**src/source/pdes_cfg_pkg.sv**
```systemverilog
// ~~~~~~~~~~~~~~~~~~~~~~~~~~~~~~~~~~~~~~~~~~~~~~~~~~~~~~~~~
// PDES configuration package
// Field widths and default sizes of the event engine
// ~~~~~~~~~~~~~~~~~~~~~~~~~~~~~~~~~~~~~~~~~~~~~~~~~~~~~~~~~
package pdes_cfg_pkg;

   // Logical processes
   localparam int NUM_LP = 8;            // LPs in the model
   localparam int LP_W   = 3;            // Bits of an LP id

   // Event fields
   localparam int TIME_W = 16;           // Bits of a timestamp
   localparam int HIST_W = 4;            // Bits of a history count

   // Engine sizes, overridable per instance through parameters
   localparam int DEF_NUM_CORE    = 4;
   localparam int DEF_QUEUE_DEPTH = 16;
   localparam int DEF_PROC_CYCLES = 4;   // Non-stalled cycles per event

endpackage

```
**src/source/pdes_msg_pkg.sv**
```systemverilog
// ~~~~~~~~~~~~~~~~~~~~~~~~~~~~~~~~~~~~~~~~~~~~~~~~~~~~~~~~~
// PDES message package
// Event and result formats, core state encoding
// ~~~~~~~~~~~~~~~~~~~~~~~~~~~~~~~~~~~~~~~~~~~~~~~~~~~~~~~~~
package pdes_msg_pkg;

   // Event as it moves between queue, dispatch, cores and outside
   typedef struct packed {
      logic [pdes_cfg_pkg::HIST_W-1:0] hist;       // History count of the LP
      logic [pdes_cfg_pkg::LP_W-1:0]   lp_id;      // Destination LP
      logic [pdes_cfg_pkg::TIME_W-1:0] timestamp;  // Simulation time
   } event_msg_t;

   // Result on the commit stream
   typedef struct packed {
      event_msg_t msg;
      logic [7:0] core;                            // Producing core
   } result_msg_t;

   // Processing core FSM
   typedef enum logic [1:0] {
      CORE_IDLE,
      CORE_BUSY,
      CORE_DONE
   } core_state_t;

endpackage

```
**src/source/event_queue.sv**
```systemverilog
// ~~~~~~~~~~~~~~~~~~~~~~~~~~~~~~~~~~~~~~~~~~~~~~~~~~~~~~~~~
// Event queue
// Bounded slot store that presents its earliest event as head
// ~~~~~~~~~~~~~~~~~~~~~~~~~~~~~~~~~~~~~~~~~~~~~~~~~~~~~~~~~
`timescale 1ns/1ns
module event_queue #(
   parameter int QUEUE_DEPTH = pdes_cfg_pkg::DEF_QUEUE_DEPTH
) (
   input  logic                     clk,
   input  logic                     reset,
   input  logic                     wr_valid,      // Re-enqueue from dispatch
   input  pdes_msg_pkg::event_msg_t wr_msg,
   input  logic                     inject_valid,
   input  pdes_msg_pkg::event_msg_t inject_msg,
   output logic                     inject_ready,
   output pdes_msg_pkg::event_msg_t head,
   output logic                     head_valid,
   input  logic                     head_ready,
   output logic                     empty,
   output logic                     full
);
   import pdes_msg_pkg::*;

   localparam int IDX_W = $clog2(QUEUE_DEPTH);

   event_msg_t             slots    [QUEUE_DEPTH];
   event_msg_t             slot_nxt [QUEUE_DEPTH];   // Contents after this cycle
   logic [QUEUE_DEPTH-1:0] slot_vld;
   logic [QUEUE_DEPTH-1:0] vld_nxt;
   event_msg_t             slot_in;
   logic                   wr_en;
   logic [IDX_W-1:0]       free_idx;
   logic                   spare;                    // At least two free slots
   logic [IDX_W-1:0]       head_idx;
   logic [IDX_W-1:0]       min_idx;
   logic                   min_vld;

   assign full  = &slot_vld;
   assign empty = ~|slot_vld;

   // Lowest free slot, and whether another one is left
   always_comb begin
      logic found;
      found    = 1'b0;
      spare    = 1'b0;
      free_idx = '0;
      for (int i = QUEUE_DEPTH - 1; i >= 0; i--) begin
         if (!slot_vld[i]) begin
            spare    = spare | found;
            found    = 1'b1;
            free_idx = IDX_W'(i);
         end
      end
   end

   // The last slot stays free for a result that comes back
   assign inject_ready = !wr_valid && spare;
   assign wr_en        = wr_valid || (inject_valid && inject_ready);
   assign slot_in      = wr_valid ? wr_msg : inject_msg;   // Re-enqueue wins

   always_comb begin
      vld_nxt = slot_vld;
      if (head_valid && head_ready)
         vld_nxt[head_idx] = 1'b0;                          // Head leaves
      if (wr_en)
         vld_nxt[free_idx] = 1'b1;
      for (int i = 0; i < QUEUE_DEPTH; i++)
         slot_nxt[i] = (wr_en && free_idx == IDX_W'(i)) ? slot_in : slots[i];
   end

   // Earliest timestamp of the next state, lower slot on a tie
   always_comb begin
      min_idx = '0;
      min_vld = 1'b0;
      for (int i = 0; i < QUEUE_DEPTH; i++) begin
         if (vld_nxt[i] && (!min_vld || slot_nxt[i].timestamp < slot_nxt[min_idx].timestamp)) begin
            min_idx = IDX_W'(i);
            min_vld = 1'b1;
         end
      end
   end

   always_ff @(posedge clk) begin
      if (wr_en)
         slots[free_idx] <= slot_in;
      if (!head_valid || head_ready)
         head <= slot_nxt[min_idx];
   end

   always_ff @(posedge clk or posedge reset) begin
      if (reset) begin
         slot_vld   <= '0;
         head_valid <= 1'b0;
         head_idx   <= '0;
      end else begin
         slot_vld <= vld_nxt;
         if (!head_valid || head_ready) begin                // Offered head holds
            head_valid <= min_vld;
            head_idx   <= min_idx;
         end
      end
   end

endmodule

```
**src/source/event_dispatch.sv**
```systemverilog
// ~~~~~~~~~~~~~~~~~~~~~~~~~~~~~~~~~~~~~~~~~~~~~~~~~~~~~~~~~
// Event dispatch
// Sends queued events to idle cores and collects their results
// ~~~~~~~~~~~~~~~~~~~~~~~~~~~~~~~~~~~~~~~~~~~~~~~~~~~~~~~~~
`timescale 1ns/1ns
module event_dispatch #(
   parameter int NUM_CORE = pdes_cfg_pkg::DEF_NUM_CORE
) (
   input  logic                                    clk,
   input  logic                                    reset,
   input  pdes_msg_pkg::event_msg_t                head,
   input  logic                                    head_valid,
   output logic                                    head_ready,
   input  logic                                    full,
   output logic [NUM_CORE-1:0]                     start,
   output pdes_msg_pkg::event_msg_t                start_msg,
   input  logic [NUM_CORE-1:0]                     done,
   input  pdes_msg_pkg::event_msg_t [NUM_CORE-1:0] result,
   output logic [NUM_CORE-1:0]                     done_ack,
   input  logic [pdes_cfg_pkg::TIME_W-1:0]         end_time,
   output logic                                    wr_valid,
   output pdes_msg_pkg::event_msg_t                wr_msg,
   output pdes_msg_pkg::result_msg_t               commit,
   output logic                                    commit_valid,
   input  logic                                    commit_ready,
   output logic                                    sent_msg_vld,
   output logic                                    rcv_msg_vld,
   output pdes_msg_pkg::event_msg_t                mon_msg,
   output logic [$clog2(NUM_CORE)-1:0]             core_id,
   output logic [NUM_CORE-1:0]                     core_active
);
   import pdes_msg_pkg::*;

   localparam int CORE_W = $clog2(NUM_CORE);

   logic [CORE_W-1:0] idle_idx;
   logic [CORE_W-1:0] done_idx;
   logic [CORE_W-1:0] sel_idx;    // Core on the commit stream
   logic [CORE_W-1:0] hold_idx;
   logic              hold_vld;   // Commit offered last cycle and not taken
   event_msg_t        sel_msg;
   logic              collect;
   logic              send;

   function automatic logic [CORE_W-1:0] lowest(input logic [NUM_CORE-1:0] vec);
      logic [CORE_W-1:0] idx;
      idx = '0;
      for (int i = NUM_CORE - 1; i >= 0; i--) begin
         if (vec[i])
            idx = CORE_W'(i);
      end
      return idx;
   endfunction

   assign idle_idx = lowest(~core_active);
   assign done_idx = lowest(done);
   assign sel_idx  = hold_vld ? hold_idx : done_idx;   // Keep commit stable
   assign sel_msg  = result[sel_idx];

   // Collection first, a send only in a cycle without one
   assign commit_valid = (|done) && !full;
   assign collect      = commit_valid && commit_ready;
   assign head_ready   = !(&core_active) && !collect;
   assign send         = head_valid && head_ready;

   assign commit.msg  = sel_msg;
   assign commit.core = 8'(sel_idx);
   assign done_ack    = collect ? (NUM_CORE'(1) << sel_idx) : '0;
   assign wr_valid    = collect && (sel_msg.timestamp < end_time);   // Below horizon
   assign wr_msg      = sel_msg;

   assign sent_msg_vld = send;
   assign rcv_msg_vld  = collect;
   assign mon_msg      = collect ? sel_msg : head;
   assign core_id      = collect ? sel_idx : idle_idx;

   always_ff @(posedge clk or posedge reset) begin
      if (reset) begin
         start       <= '0;
         core_active <= '0;
         hold_vld    <= 1'b0;
      end else begin
         start    <= send ? (NUM_CORE'(1) << idle_idx) : '0;
         hold_vld <= commit_valid && !commit_ready;
         if (send)
            core_active[idle_idx] <= 1'b1;
         if (collect)
            core_active[sel_idx] <= 1'b0;
      end
   end

   always_ff @(posedge clk) begin
      hold_idx <= sel_idx;
      if (send)
         start_msg <= head;
   end

endmodule

```
**src/source/core_monitor.sv**
```systemverilog
// ~~~~~~~~~~~~~~~~~~~~~~~~~~~~~~~~~~~~~~~~~~~~~~~~~~~~~~~~~
// Core monitor
// Stalls cores on LP conflicts, tracks history and oldest time
// ~~~~~~~~~~~~~~~~~~~~~~~~~~~~~~~~~~~~~~~~~~~~~~~~~~~~~~~~~
`timescale 1ns/1ns
module core_monitor #(
   parameter int NUM_CORE = pdes_cfg_pkg::DEF_NUM_CORE
) (
   input  logic                                             clk,
   input  logic                                             reset,
   input  pdes_msg_pkg::event_msg_t                         msg,
   input  logic                                             sent_msg_vld,
   input  logic                                             rcv_msg_vld,
   input  logic [$clog2(NUM_CORE)-1:0]                      core_id,
   input  logic [NUM_CORE-1:0]                              core_active,
   output logic [NUM_CORE-1:0]                              stall,
   output logic [NUM_CORE-1:0][pdes_cfg_pkg::HIST_W-1:0]    core_hist_cnt,
   output logic [pdes_cfg_pkg::TIME_W-1:0]                  min_time,
   output logic                                             min_time_vld
);
   import pdes_cfg_pkg::*;

   localparam int CORE_W = $clog2(NUM_CORE);
   localparam int LEAVES = 2 ** CORE_W;

   typedef struct packed {
      logic              vld;
      logic [CORE_W-1:0] idx;
      logic [TIME_W-1:0] ts;
   } cand_t;

   logic [TIME_W-1:0]   core_time [NUM_CORE];   // Timestamp per core
   logic [LP_W-1:0]     core_lp   [NUM_CORE];   // LP per core
   logic [HIST_W-1:0]   lp_hist   [NUM_LP];     // Last history per LP
   logic [NUM_CORE-1:0] r_stall;
   logic [NUM_CORE-1:0] c_stall;
   logic [NUM_CORE-1:0] match;                  // Same LP as incoming event
   logic [NUM_CORE-1:0] match_rcv;              // Same LP as returning core
   cand_t               oldest;
   cand_t               earliest;

   // Binary min reduction, heap ordered with the root at node 1
   function automatic cand_t min_tree(input logic [NUM_CORE-1:0] vld,
                                      input logic [TIME_W-1:0] times [NUM_CORE]);
      cand_t node [2*LEAVES];
      cand_t l;
      cand_t r;
      for (int n = 0; n < LEAVES; n++) begin
         node[LEAVES+n] = '0;
         if (n < NUM_CORE)
            node[LEAVES+n] = '{vld[n], CORE_W'(n), times[n]};
      end
      for (int k = LEAVES - 1; k >= 1; k--) begin
         l       = node[2*k];
         r       = node[2*k+1];
         node[k] = (l.vld && (!r.vld || l.ts <= r.ts)) ? l : r;   // Lower core on a tie
      end
      return node[1];
   endfunction

   always_comb begin
      for (int m = 0; m < NUM_CORE; m++) begin
         match[m]     = core_active[m] && core_lp[m] == msg.lp_id && core_id != CORE_W'(m);
         match_rcv[m] = core_active[m] && core_lp[m] == core_lp[core_id]
                        && core_id != CORE_W'(m);
      end
   end

   assign oldest       = min_tree(match_rcv, core_time);   // Waiting core to release
   assign earliest     = min_tree(core_active, core_time);
   assign min_time     = earliest.ts;
   assign min_time_vld = earliest.vld;

   // Current decision joins the registered stall in the same cycle
   always_comb begin
      c_stall = r_stall;
      if (sent_msg_vld && (|match))
         c_stall[core_id] = 1'b1;
      else if (rcv_msg_vld && oldest.vld)
         c_stall[oldest.idx] = 1'b0;
   end

   assign stall = r_stall | c_stall;

   always_ff @(posedge clk) begin
      if (sent_msg_vld) begin
         core_time[core_id] <= msg.timestamp;
         core_lp[core_id]   <= msg.lp_id;
      end
   end

   always_ff @(posedge clk or posedge reset) begin
      if (reset) begin
         r_stall       <= '0;
         core_hist_cnt <= '0;
         for (int i = 0; i < NUM_LP; i++)
            lp_hist[i] <= '0;
      end else begin
         r_stall <= c_stall;
         if (sent_msg_vld) begin
            core_hist_cnt[core_id] <= lp_hist[msg.lp_id];
         end else if (rcv_msg_vld) begin
            lp_hist[core_lp[core_id]] <= msg.hist;
            if (oldest.vld)
               core_hist_cnt[oldest.idx] <= msg.hist;   // Released core sees new count
         end
      end
   end

endmodule

```
**src/source/lp_core.sv**
```systemverilog
// ~~~~~~~~~~~~~~~~~~~~~~~~~~~~~~~~~~~~~~~~~~~~~~~~~~~~~~~~~
// LP processing core
// Runs the toy event model with a stall-aware fixed latency
// ~~~~~~~~~~~~~~~~~~~~~~~~~~~~~~~~~~~~~~~~~~~~~~~~~~~~~~~~~
`timescale 1ns/1ns
module lp_core #(
   parameter int PROC_CYCLES = pdes_cfg_pkg::DEF_PROC_CYCLES
) (
   input  logic                            clk,
   input  logic                            reset,
   input  logic                            start,
   input  pdes_msg_pkg::event_msg_t        start_msg,
   input  logic                            stall,
   input  logic [pdes_cfg_pkg::HIST_W-1:0] hist_cnt,
   output logic                            done,
   output pdes_msg_pkg::event_msg_t        result,
   input  logic                            done_ack
);
   import pdes_cfg_pkg::*;
   import pdes_msg_pkg::*;

   localparam int CNT_W = $clog2(PROC_CYCLES + 1);

   core_state_t      state;
   logic [CNT_W-1:0] lat_cnt;   // Non-stalled busy cycles so far
   event_msg_t       ev;
   logic             finish;

   function automatic event_msg_t apply_model(input event_msg_t e, input logic [HIST_W-1:0] h);
      event_msg_t res;
      res.lp_id     = (e.lp_id == LP_W'(NUM_LP - 1)) ? '0 : e.lp_id + 1'b1;
      res.timestamp = e.timestamp + TIME_W'(e.lp_id) + 1'b1;
      res.hist      = (&h) ? h : h + 1'b1;   // Saturates
      return res;
   endfunction

   assign finish = (state == CORE_BUSY) && !stall && lat_cnt == CNT_W'(PROC_CYCLES - 1);
   assign done   = (state == CORE_DONE);

   always_ff @(posedge clk or posedge reset) begin
      if (reset) begin
         state   <= CORE_IDLE;
         lat_cnt <= '0;
      end else begin
         case (state)
            CORE_IDLE: if (start) begin
               state   <= CORE_BUSY;
               lat_cnt <= '0;
            end
            CORE_BUSY: if (finish)
               state <= CORE_DONE;
            else if (!stall)
               lat_cnt <= lat_cnt + 1'b1;
            CORE_DONE: if (done_ack)
               state <= CORE_IDLE;
            default: state <= CORE_IDLE;
         endcase
      end
   end

   always_ff @(posedge clk) begin
      if (state == CORE_IDLE && start)
         ev <= start_msg;
      if (finish)
         result <= apply_model(ev, hist_cnt);   // Count taken at completion
   end

endmodule

```
**src/source/pdes_engine.sv**
```systemverilog
// ~~~~~~~~~~~~~~~~~~~~~~~~~~~~~~~~~~~~~~~~~~~~~~~~~~~~~~~~~
// PDES engine top level
// Queue, dispatch, core monitor and the array of LP cores
// ~~~~~~~~~~~~~~~~~~~~~~~~~~~~~~~~~~~~~~~~~~~~~~~~~~~~~~~~~
`timescale 1ns/1ns
module pdes_engine #(
   parameter int NUM_CORE    = pdes_cfg_pkg::DEF_NUM_CORE,
   parameter int QUEUE_DEPTH = pdes_cfg_pkg::DEF_QUEUE_DEPTH,
   parameter int PROC_CYCLES = pdes_cfg_pkg::DEF_PROC_CYCLES
) (
   input  logic                            clk,
   input  logic                            reset,
   input  pdes_msg_pkg::event_msg_t        inject,
   input  logic                            inject_valid,
   output logic                            inject_ready,
   output pdes_msg_pkg::result_msg_t       commit,
   output logic                            commit_valid,
   input  logic                            commit_ready,
   input  logic [pdes_cfg_pkg::TIME_W-1:0] end_time,
   output logic [NUM_CORE-1:0]             stall,
   output logic [pdes_cfg_pkg::TIME_W-1:0] active_min_time,
   output logic                            active_min_vld,
   output logic                            idle
);
   import pdes_cfg_pkg::*;
   import pdes_msg_pkg::*;

   event_msg_t                          head;
   logic                                head_valid;
   logic                                head_ready;
   logic                                empty;
   logic                                full;
   logic                                wr_valid;
   event_msg_t                          wr_msg;
   logic [NUM_CORE-1:0]                 start;
   event_msg_t                          start_msg;
   logic [NUM_CORE-1:0]                 done;
   event_msg_t [NUM_CORE-1:0]           result;
   logic [NUM_CORE-1:0]                 done_ack;
   logic                                sent_msg_vld;
   logic                                rcv_msg_vld;
   event_msg_t                          mon_msg;
   logic [$clog2(NUM_CORE)-1:0]         core_id;
   logic [NUM_CORE-1:0]                 core_active;
   logic [NUM_CORE-1:0][HIST_W-1:0]     core_hist_cnt;

   assign idle = empty && !(|core_active);

   event_queue #(.QUEUE_DEPTH(QUEUE_DEPTH)) queue_i (
      .clk, .reset, .wr_valid, .wr_msg, .inject_valid,
      .inject_msg(inject), .inject_ready, .head, .head_valid, .head_ready,
      .empty, .full
   );

   event_dispatch #(.NUM_CORE(NUM_CORE)) dispatch_i (
      .clk, .reset, .head, .head_valid, .head_ready, .full, .start, .start_msg,
      .done, .result, .done_ack, .end_time, .wr_valid, .wr_msg, .commit,
      .commit_valid, .commit_ready, .sent_msg_vld, .rcv_msg_vld, .mon_msg,
      .core_id, .core_active
   );

   core_monitor #(.NUM_CORE(NUM_CORE)) monitor_i (
      .clk, .reset, .msg(mon_msg), .sent_msg_vld, .rcv_msg_vld, .core_id,
      .core_active, .stall, .core_hist_cnt, .min_time(active_min_time),
      .min_time_vld(active_min_vld)
   );

   for (genvar g = 0; g < NUM_CORE; g++) begin : core_gen
      lp_core #(.PROC_CYCLES(PROC_CYCLES)) core_i (
         .clk, .reset, .start(start[g]), .start_msg, .stall(stall[g]),
         .hist_cnt(core_hist_cnt[g]), .done(done[g]), .result(result[g]),
         .done_ack(done_ack[g])
      );
   end

endmodule

```
**config.mk**
```make
export PLATFORM = sky130hd
export DESIGN_NAME = pdes_engine
export DESIGN_NICKNAME = d
export VERILOG_FILES = /design/src/source/pdes_cfg_pkg.sv /design/src/source/pdes_msg_pkg.sv /design/src/source/event_queue.sv /design/src/source/event_dispatch.sv /design/src/source/core_monitor.sv /design/src/source/lp_core.sv /design/src/source/pdes_engine.sv
export SDC_FILE = /design/constraint.sdc
export NUM_CORES = 2
export LEC_CHECK = 0
export BUFFER_PORTS_ARGS = -buffer_cell sky130_fd_sc_hd__buf_2
export CAP_MARGIN = 0
export CORE_UTILIZATION = 60
export CTS_BUF_LIST = sky130_fd_sc_hd__clkbuf_4
export DETAILED_ROUTE_END_ITERATION = 8
export PLACE_DENSITY = 0.8
export SLEW_MARGIN = 25
export SYNTH_ARGS = -nofsm -noshare
export SYNTH_HDL_FRONTEND = slang
export SYNTH_SLANG_ARGS = --single-unit
```
**constraint.sdc**
```tcl
create_clock -name clk -period 51.5 [get_ports clk]
set_input_delay 10.3 -clock clk [delete_from_list [all_inputs] [get_ports clk]]
set_output_delay 10.3 -clock clk [all_outputs]
set_load 0.02 [all_outputs]
```
==> impl_metrics.ini, run 1 <==
[status]
outcome = aborted with a tool error
lastStage = global routing (5_1_grt)
error_line = [ERROR GRT-0116] Global routing finished with congestion. Check the congestion regions in the DRC Viewer.

[placed_design]
place_congestion = 1.282
dpl.hpwl_mm = 235.9
place_worst_setup_slack_ns = -3.760
io_buffers = 91
placed_cells = 9157

[floorplan]
dieHeight_um = 317.5
die_x_um = 317.5
start_util = 0.6060
io_pins = 98
floorplan.rows = 115

[global_route]
grt_start_max_net_pins = 64
grt_pass1_vias = 71850
grt_pass1_wl_mm = 498.1
track_usage = 0.6746
grt-ovfl-total = 14

[logic_synthesis]
ys_dominant_reg_cell = edfxtp_1
synth-seq-cells = 758
ys_async_sr_fraction = 0.1346
synthCells = 7019
synth_area_per_cell_um2 = 8.509
netlist_area_um2 = 59730
yosys_warnings = 0
synth-edff-count = 654
seq_area_frac_synth = 0.3722
synth.distinct_cells = 128

[clock_network]
cts_buffers = 198
cts_htree_levels = 4
hold_buffers = 0
cts.sinks = 758
cts_max_path_buffers = 3
root_buffer = clkbuf_4
-- logic make-up after synthesis --
group           share of synthesized area
xor+xnor                          0.01261
fa+ha+maj                         0.07152
mux                               0.05212
other cells                    0.00006279
buf+inv                           0.05459
compound gates                     0.2735
flops                              0.3722
simple gates                       0.1634
-- stage by stage --
stage | util | cell area [µm²]
2_1_floorplan | - | 61450
3_3_place_gp | 0.7256 | 71520
3_5_place_dp | 0.7258 | 71530
4_1_cts | 0.7687 | 75770
-- Yosys cell counts, types with 39 or more instances --
library cell    n  share of area
a211oi_1      174          0.022
mux2i_1       161          0.027
a21o_1        197          0.025
nor2_1        826          0.052
a21oi_1       712          0.060
inv_1         247          0.016
o22ai_1        72         0.0075
nand2_1       808          0.051
o221ai_1       50         0.0073
nand2b_1       44         0.0046
clkbuf_1      373          0.023
a221oi_1       39         0.0057
ha_1          335          0.070
nor3_1         92         0.0077
buf_4          40         0.0050
o211ai_1      258          0.032
mux2_2         78          0.015
a31oi_1        75         0.0079
edfxtp_1      654           0.33
xnor2_1        48         0.0070
o21ai_0       520          0.044
buf_1          92         0.0058
nand3_1       169          0.014
nor2b_1        52         0.0054
o21ai_1        53         0.0044
nand4_1        79         0.0083
dfrtp_1       102          0.043
-- what timing repair did --
| item | in CTS |
|---|---|
| buffers inserted | 73 |
| resized for setup | 186 |
| pin swaps | 65 |
| setup endpoints to repair | 27 |
| cloned | 9 |
| hold endpoints to repair | 0 |
-- per-layer routing --
| layer | GRT usage | overflow |
|---|---|---|
| met5 | 0.1409 | 0 |
| met1 | 0.7271 | 1 |
| met4 | 0.6294 | 5 |
| met2 | 0.8776 | 8 |
| met3 | 0.4280 | 0 |
==> inputs of run 2 (changes only) <==
- CORE_UTILIZATION: 60 -> 40
- CTS_BUF_LIST: sky130_fd_sc_hd__clkbuf_4 -> not set
- PLACE_DENSITY: 0.8 -> not set
- PLACE_DENSITY_LB_ADDON: not set -> 0.15
- clock period: 51.5 -> 67 ns (I/O delays scaled with it)
==> impl_metrics.ini, run 2 <==
[status]
outcome = finished, final reports clean

[critical_path]
crit_end = queue_i.head[10]$_DFFE_PP_
critPathLaunch = end_time[14]
critPathMostFrequentCell = buf_4
rr_startpoint = core_gen[3].core_i.state[0]$_DFFE_PP0P_
path_max_fanout = 67
worst_path_largest_cell_delay_ns = 0.64
rr_worst_depth = 245
crit_required_ns = 67.44
slowest_stage = or4b_2
reg2reg_to = queue_i.head[10]$_DFFE_PP_
regToRegSetupSlack_ns = 12.82
arrival_ns = 65.02
crit_type = primary input to flip-flop
crit_path_start_kind = primary input
crit_path_end_kind = flip-flop

[floorplan]
dieArea_um2 = 150900
io_pins = 98
floorplan.rows = 141
die_x_um = 388.4
start_util = 0.4035
dieHeight_um = 388.4
core_um2 = 148000

[logic_synthesis]
synth_common_cells = nor2_1, nand2_1, a21oi_1
yosys_warnings = 0
synth-edff-count = 654
synth_top_area_cell = edfxtp_1
ys_dominant_reg_cell = edfxtp_1
ys_async_sr_fraction = 0.1346
synth_area_leaders = edfxtp_1, ha_1, a21oi_1, nor2_1, nand2_1
seq_area_frac_synth = 0.3722
synth.distinct_cells = 128
netlist_area_um2 = 59730
yosysTopAreaCellShare = 0.3288
synth-seq-cells = 758
yosys.cell_count.top_type = nor2_1
synthCells = 7019
synth_area_per_cell_um2 = 8.509

[clock_network]
root_buffer = clkbuf_16
clkLatencyLatePin_ns = 0.75
cts_max_path_buffers = 3
cts.sinks = 758
hold_buffers = 0
cts_tree = built
cts_htree_levels = 3
cts_buffers = 87
clk_pin_slew_ns = 0.06

[global_route]
grt_pass1_vias = 57380
grt-ovfl-total = 0
track_usage = 0.4369
grt_start_max_net_pins = 70
antenna_found_initial = 14
grt_pass1_wl_mm = 463.9

[drt]
drtPass1Iterations = 9
vias = 62570
routedWlPerCell_um = 36.34
drc_errors = 0
drt_iter0_drc = 8858
totalWireLength_mm = 339.6
vias_per_cell = 6.695
postRouteAntennaNets = 0

[layout]
final_util = 0.4715
fillers = 14420
largest_register = queue_i.slots
largestRegisters = queue_i.slots (368), core_gen.core_i.result (92), core_gen.core_i.ev (76)
final_cell_mix = nor2_1, nand2_1, a21oi_1
largest_register_ffs = 368
ff_latch_area_um2 = 22230
drive_above_1_share = 0.1656
area_delta_synth_final_pct = 16.84
multi_input_area_um2 = 35060
final_common_cell = nor2_1
nets = 7721

[sta]
max-slew-margin-rel = 0.1080
worst_slew_pin_slew_ns = 1.324
rsz0062_at_grt = no
setup_slack_ns = 2.424
tns_ns = 0
finalSetupViolations = 0
slew_violations = 0
finClkSkew_ns = 0.06160
period_needed_ns = 64.58
finalHoldViolCount = 0
fmax_ghz = 0.01549
fin_crit_sh = 0.9638

[placed_design]
dpl.hpwl_mm = 257.4
place_congestion = 1.128
io_buffers = 91
place_worst_setup_slack_ns = 1.077

[min_path]
min_path_type = flip-flop to flip-flop

[job]
drv_cap = 0
[run 2: layout make-up]
type | instances | share of cell area
clock buffer | 112 | 0.03297
clock inverter | 48 | 0.007943
sequential | 758 | 0.3186
timing repair buffer | 771 | 0.08941
multi-input combinational | 5464 | 0.5024
antenna | 6 | 0.0002152
tap | 1930 | 0.03460
inverter | 257 | 0.01386
[run 2: cells by family after synthesis]
family / after synthesis / share of synthesized area
multiplexers: 268 / 0.05212
buffers and inverters: 802 / 0.05459
other: 1 / 0.00006279
AND/OR/NAND/NOR: 2241 / 0.1634
adder cells (fa/ha/maj): 339 / 0.07152
XOR/XNOR: 86 / 0.01261
flip-flops: 758 / 0.3722
AO/OA/AOI/OAI: 2524 / 0.2735
[run 2: metrics by stage]
step | hold WS (ns) | instances | area (µm²)
global placement | 0.4392 | 9173 | 66700
floorplan | 0.4257 | 7024 | 59750
finish | 0.4665 | 9346 | 69790
CTS | 0.4706 | 9333 | 69580
detailed placement | 0.4433 | 9173 | 66730
global route | 0.4758 | 9340 | 69770
[run 2: per-layer routing]
metal,up-vias,part of all wire,track usage
met4,16,0.085,0.3008
li1,26870,-,-
met1,30190,0.39,0.5612
met2,4335,0.42,0.6422
met3,1160,0.11,0.1115
met5,-,0.00032,0
[run 2: how the worst min path moves through the flow]
stage,startpoint,end,slack [ns],cells past startpoint
2_1_floorplan,queue_i.head[16]$_DFFE_PP_,dispatch_i.start_msg[16]$_DFFE_PP_,0.43,0
3_3_place_gp,queue_i.head[9]$_DFFE_PP_,dispatch_i.start_msg[9]$_DFFE_PP_,0.44,0
3_5_place_dp,queue_i.head[9]$_DFFE_PP_,dispatch_i.start_msg[9]$_DFFE_PP_,0.44,0
4_1_cts,queue_i.head[8]$_DFFE_PP_,dispatch_i.start_msg[8]$_DFFE_PP_,0.47,0
5_1_grt,queue_i.head[9]$_DFFE_PP_,dispatch_i.start_msg[9]$_DFFE_PP_,0.48,0
6_report,queue_i.head[9]$_DFFE_PP_,dispatch_i.start_msg[9]$_DFFE_PP_,0.47,0
[run 2: what timing repair did]
action / 4_1_cts / 5_1_grt
hold endpoints to repair: 0 / 0
setup endpoints to repair: 0 / 27
setup buffers: 0 / 7
gates resized for setup: 0 / 26
[run 2: critical path, delay by kind of cell]
family	cells	cell delay, ns
compound gates	113	24.97
buf+inv	35	7.04
fa+ha+maj	16	4.80
simple gates	74	13.04
mux	3	1.49
Power of run 2 is not shown: default switching activity piles up to over one toggle a cycle in this logic, so the estimate is an artifact.
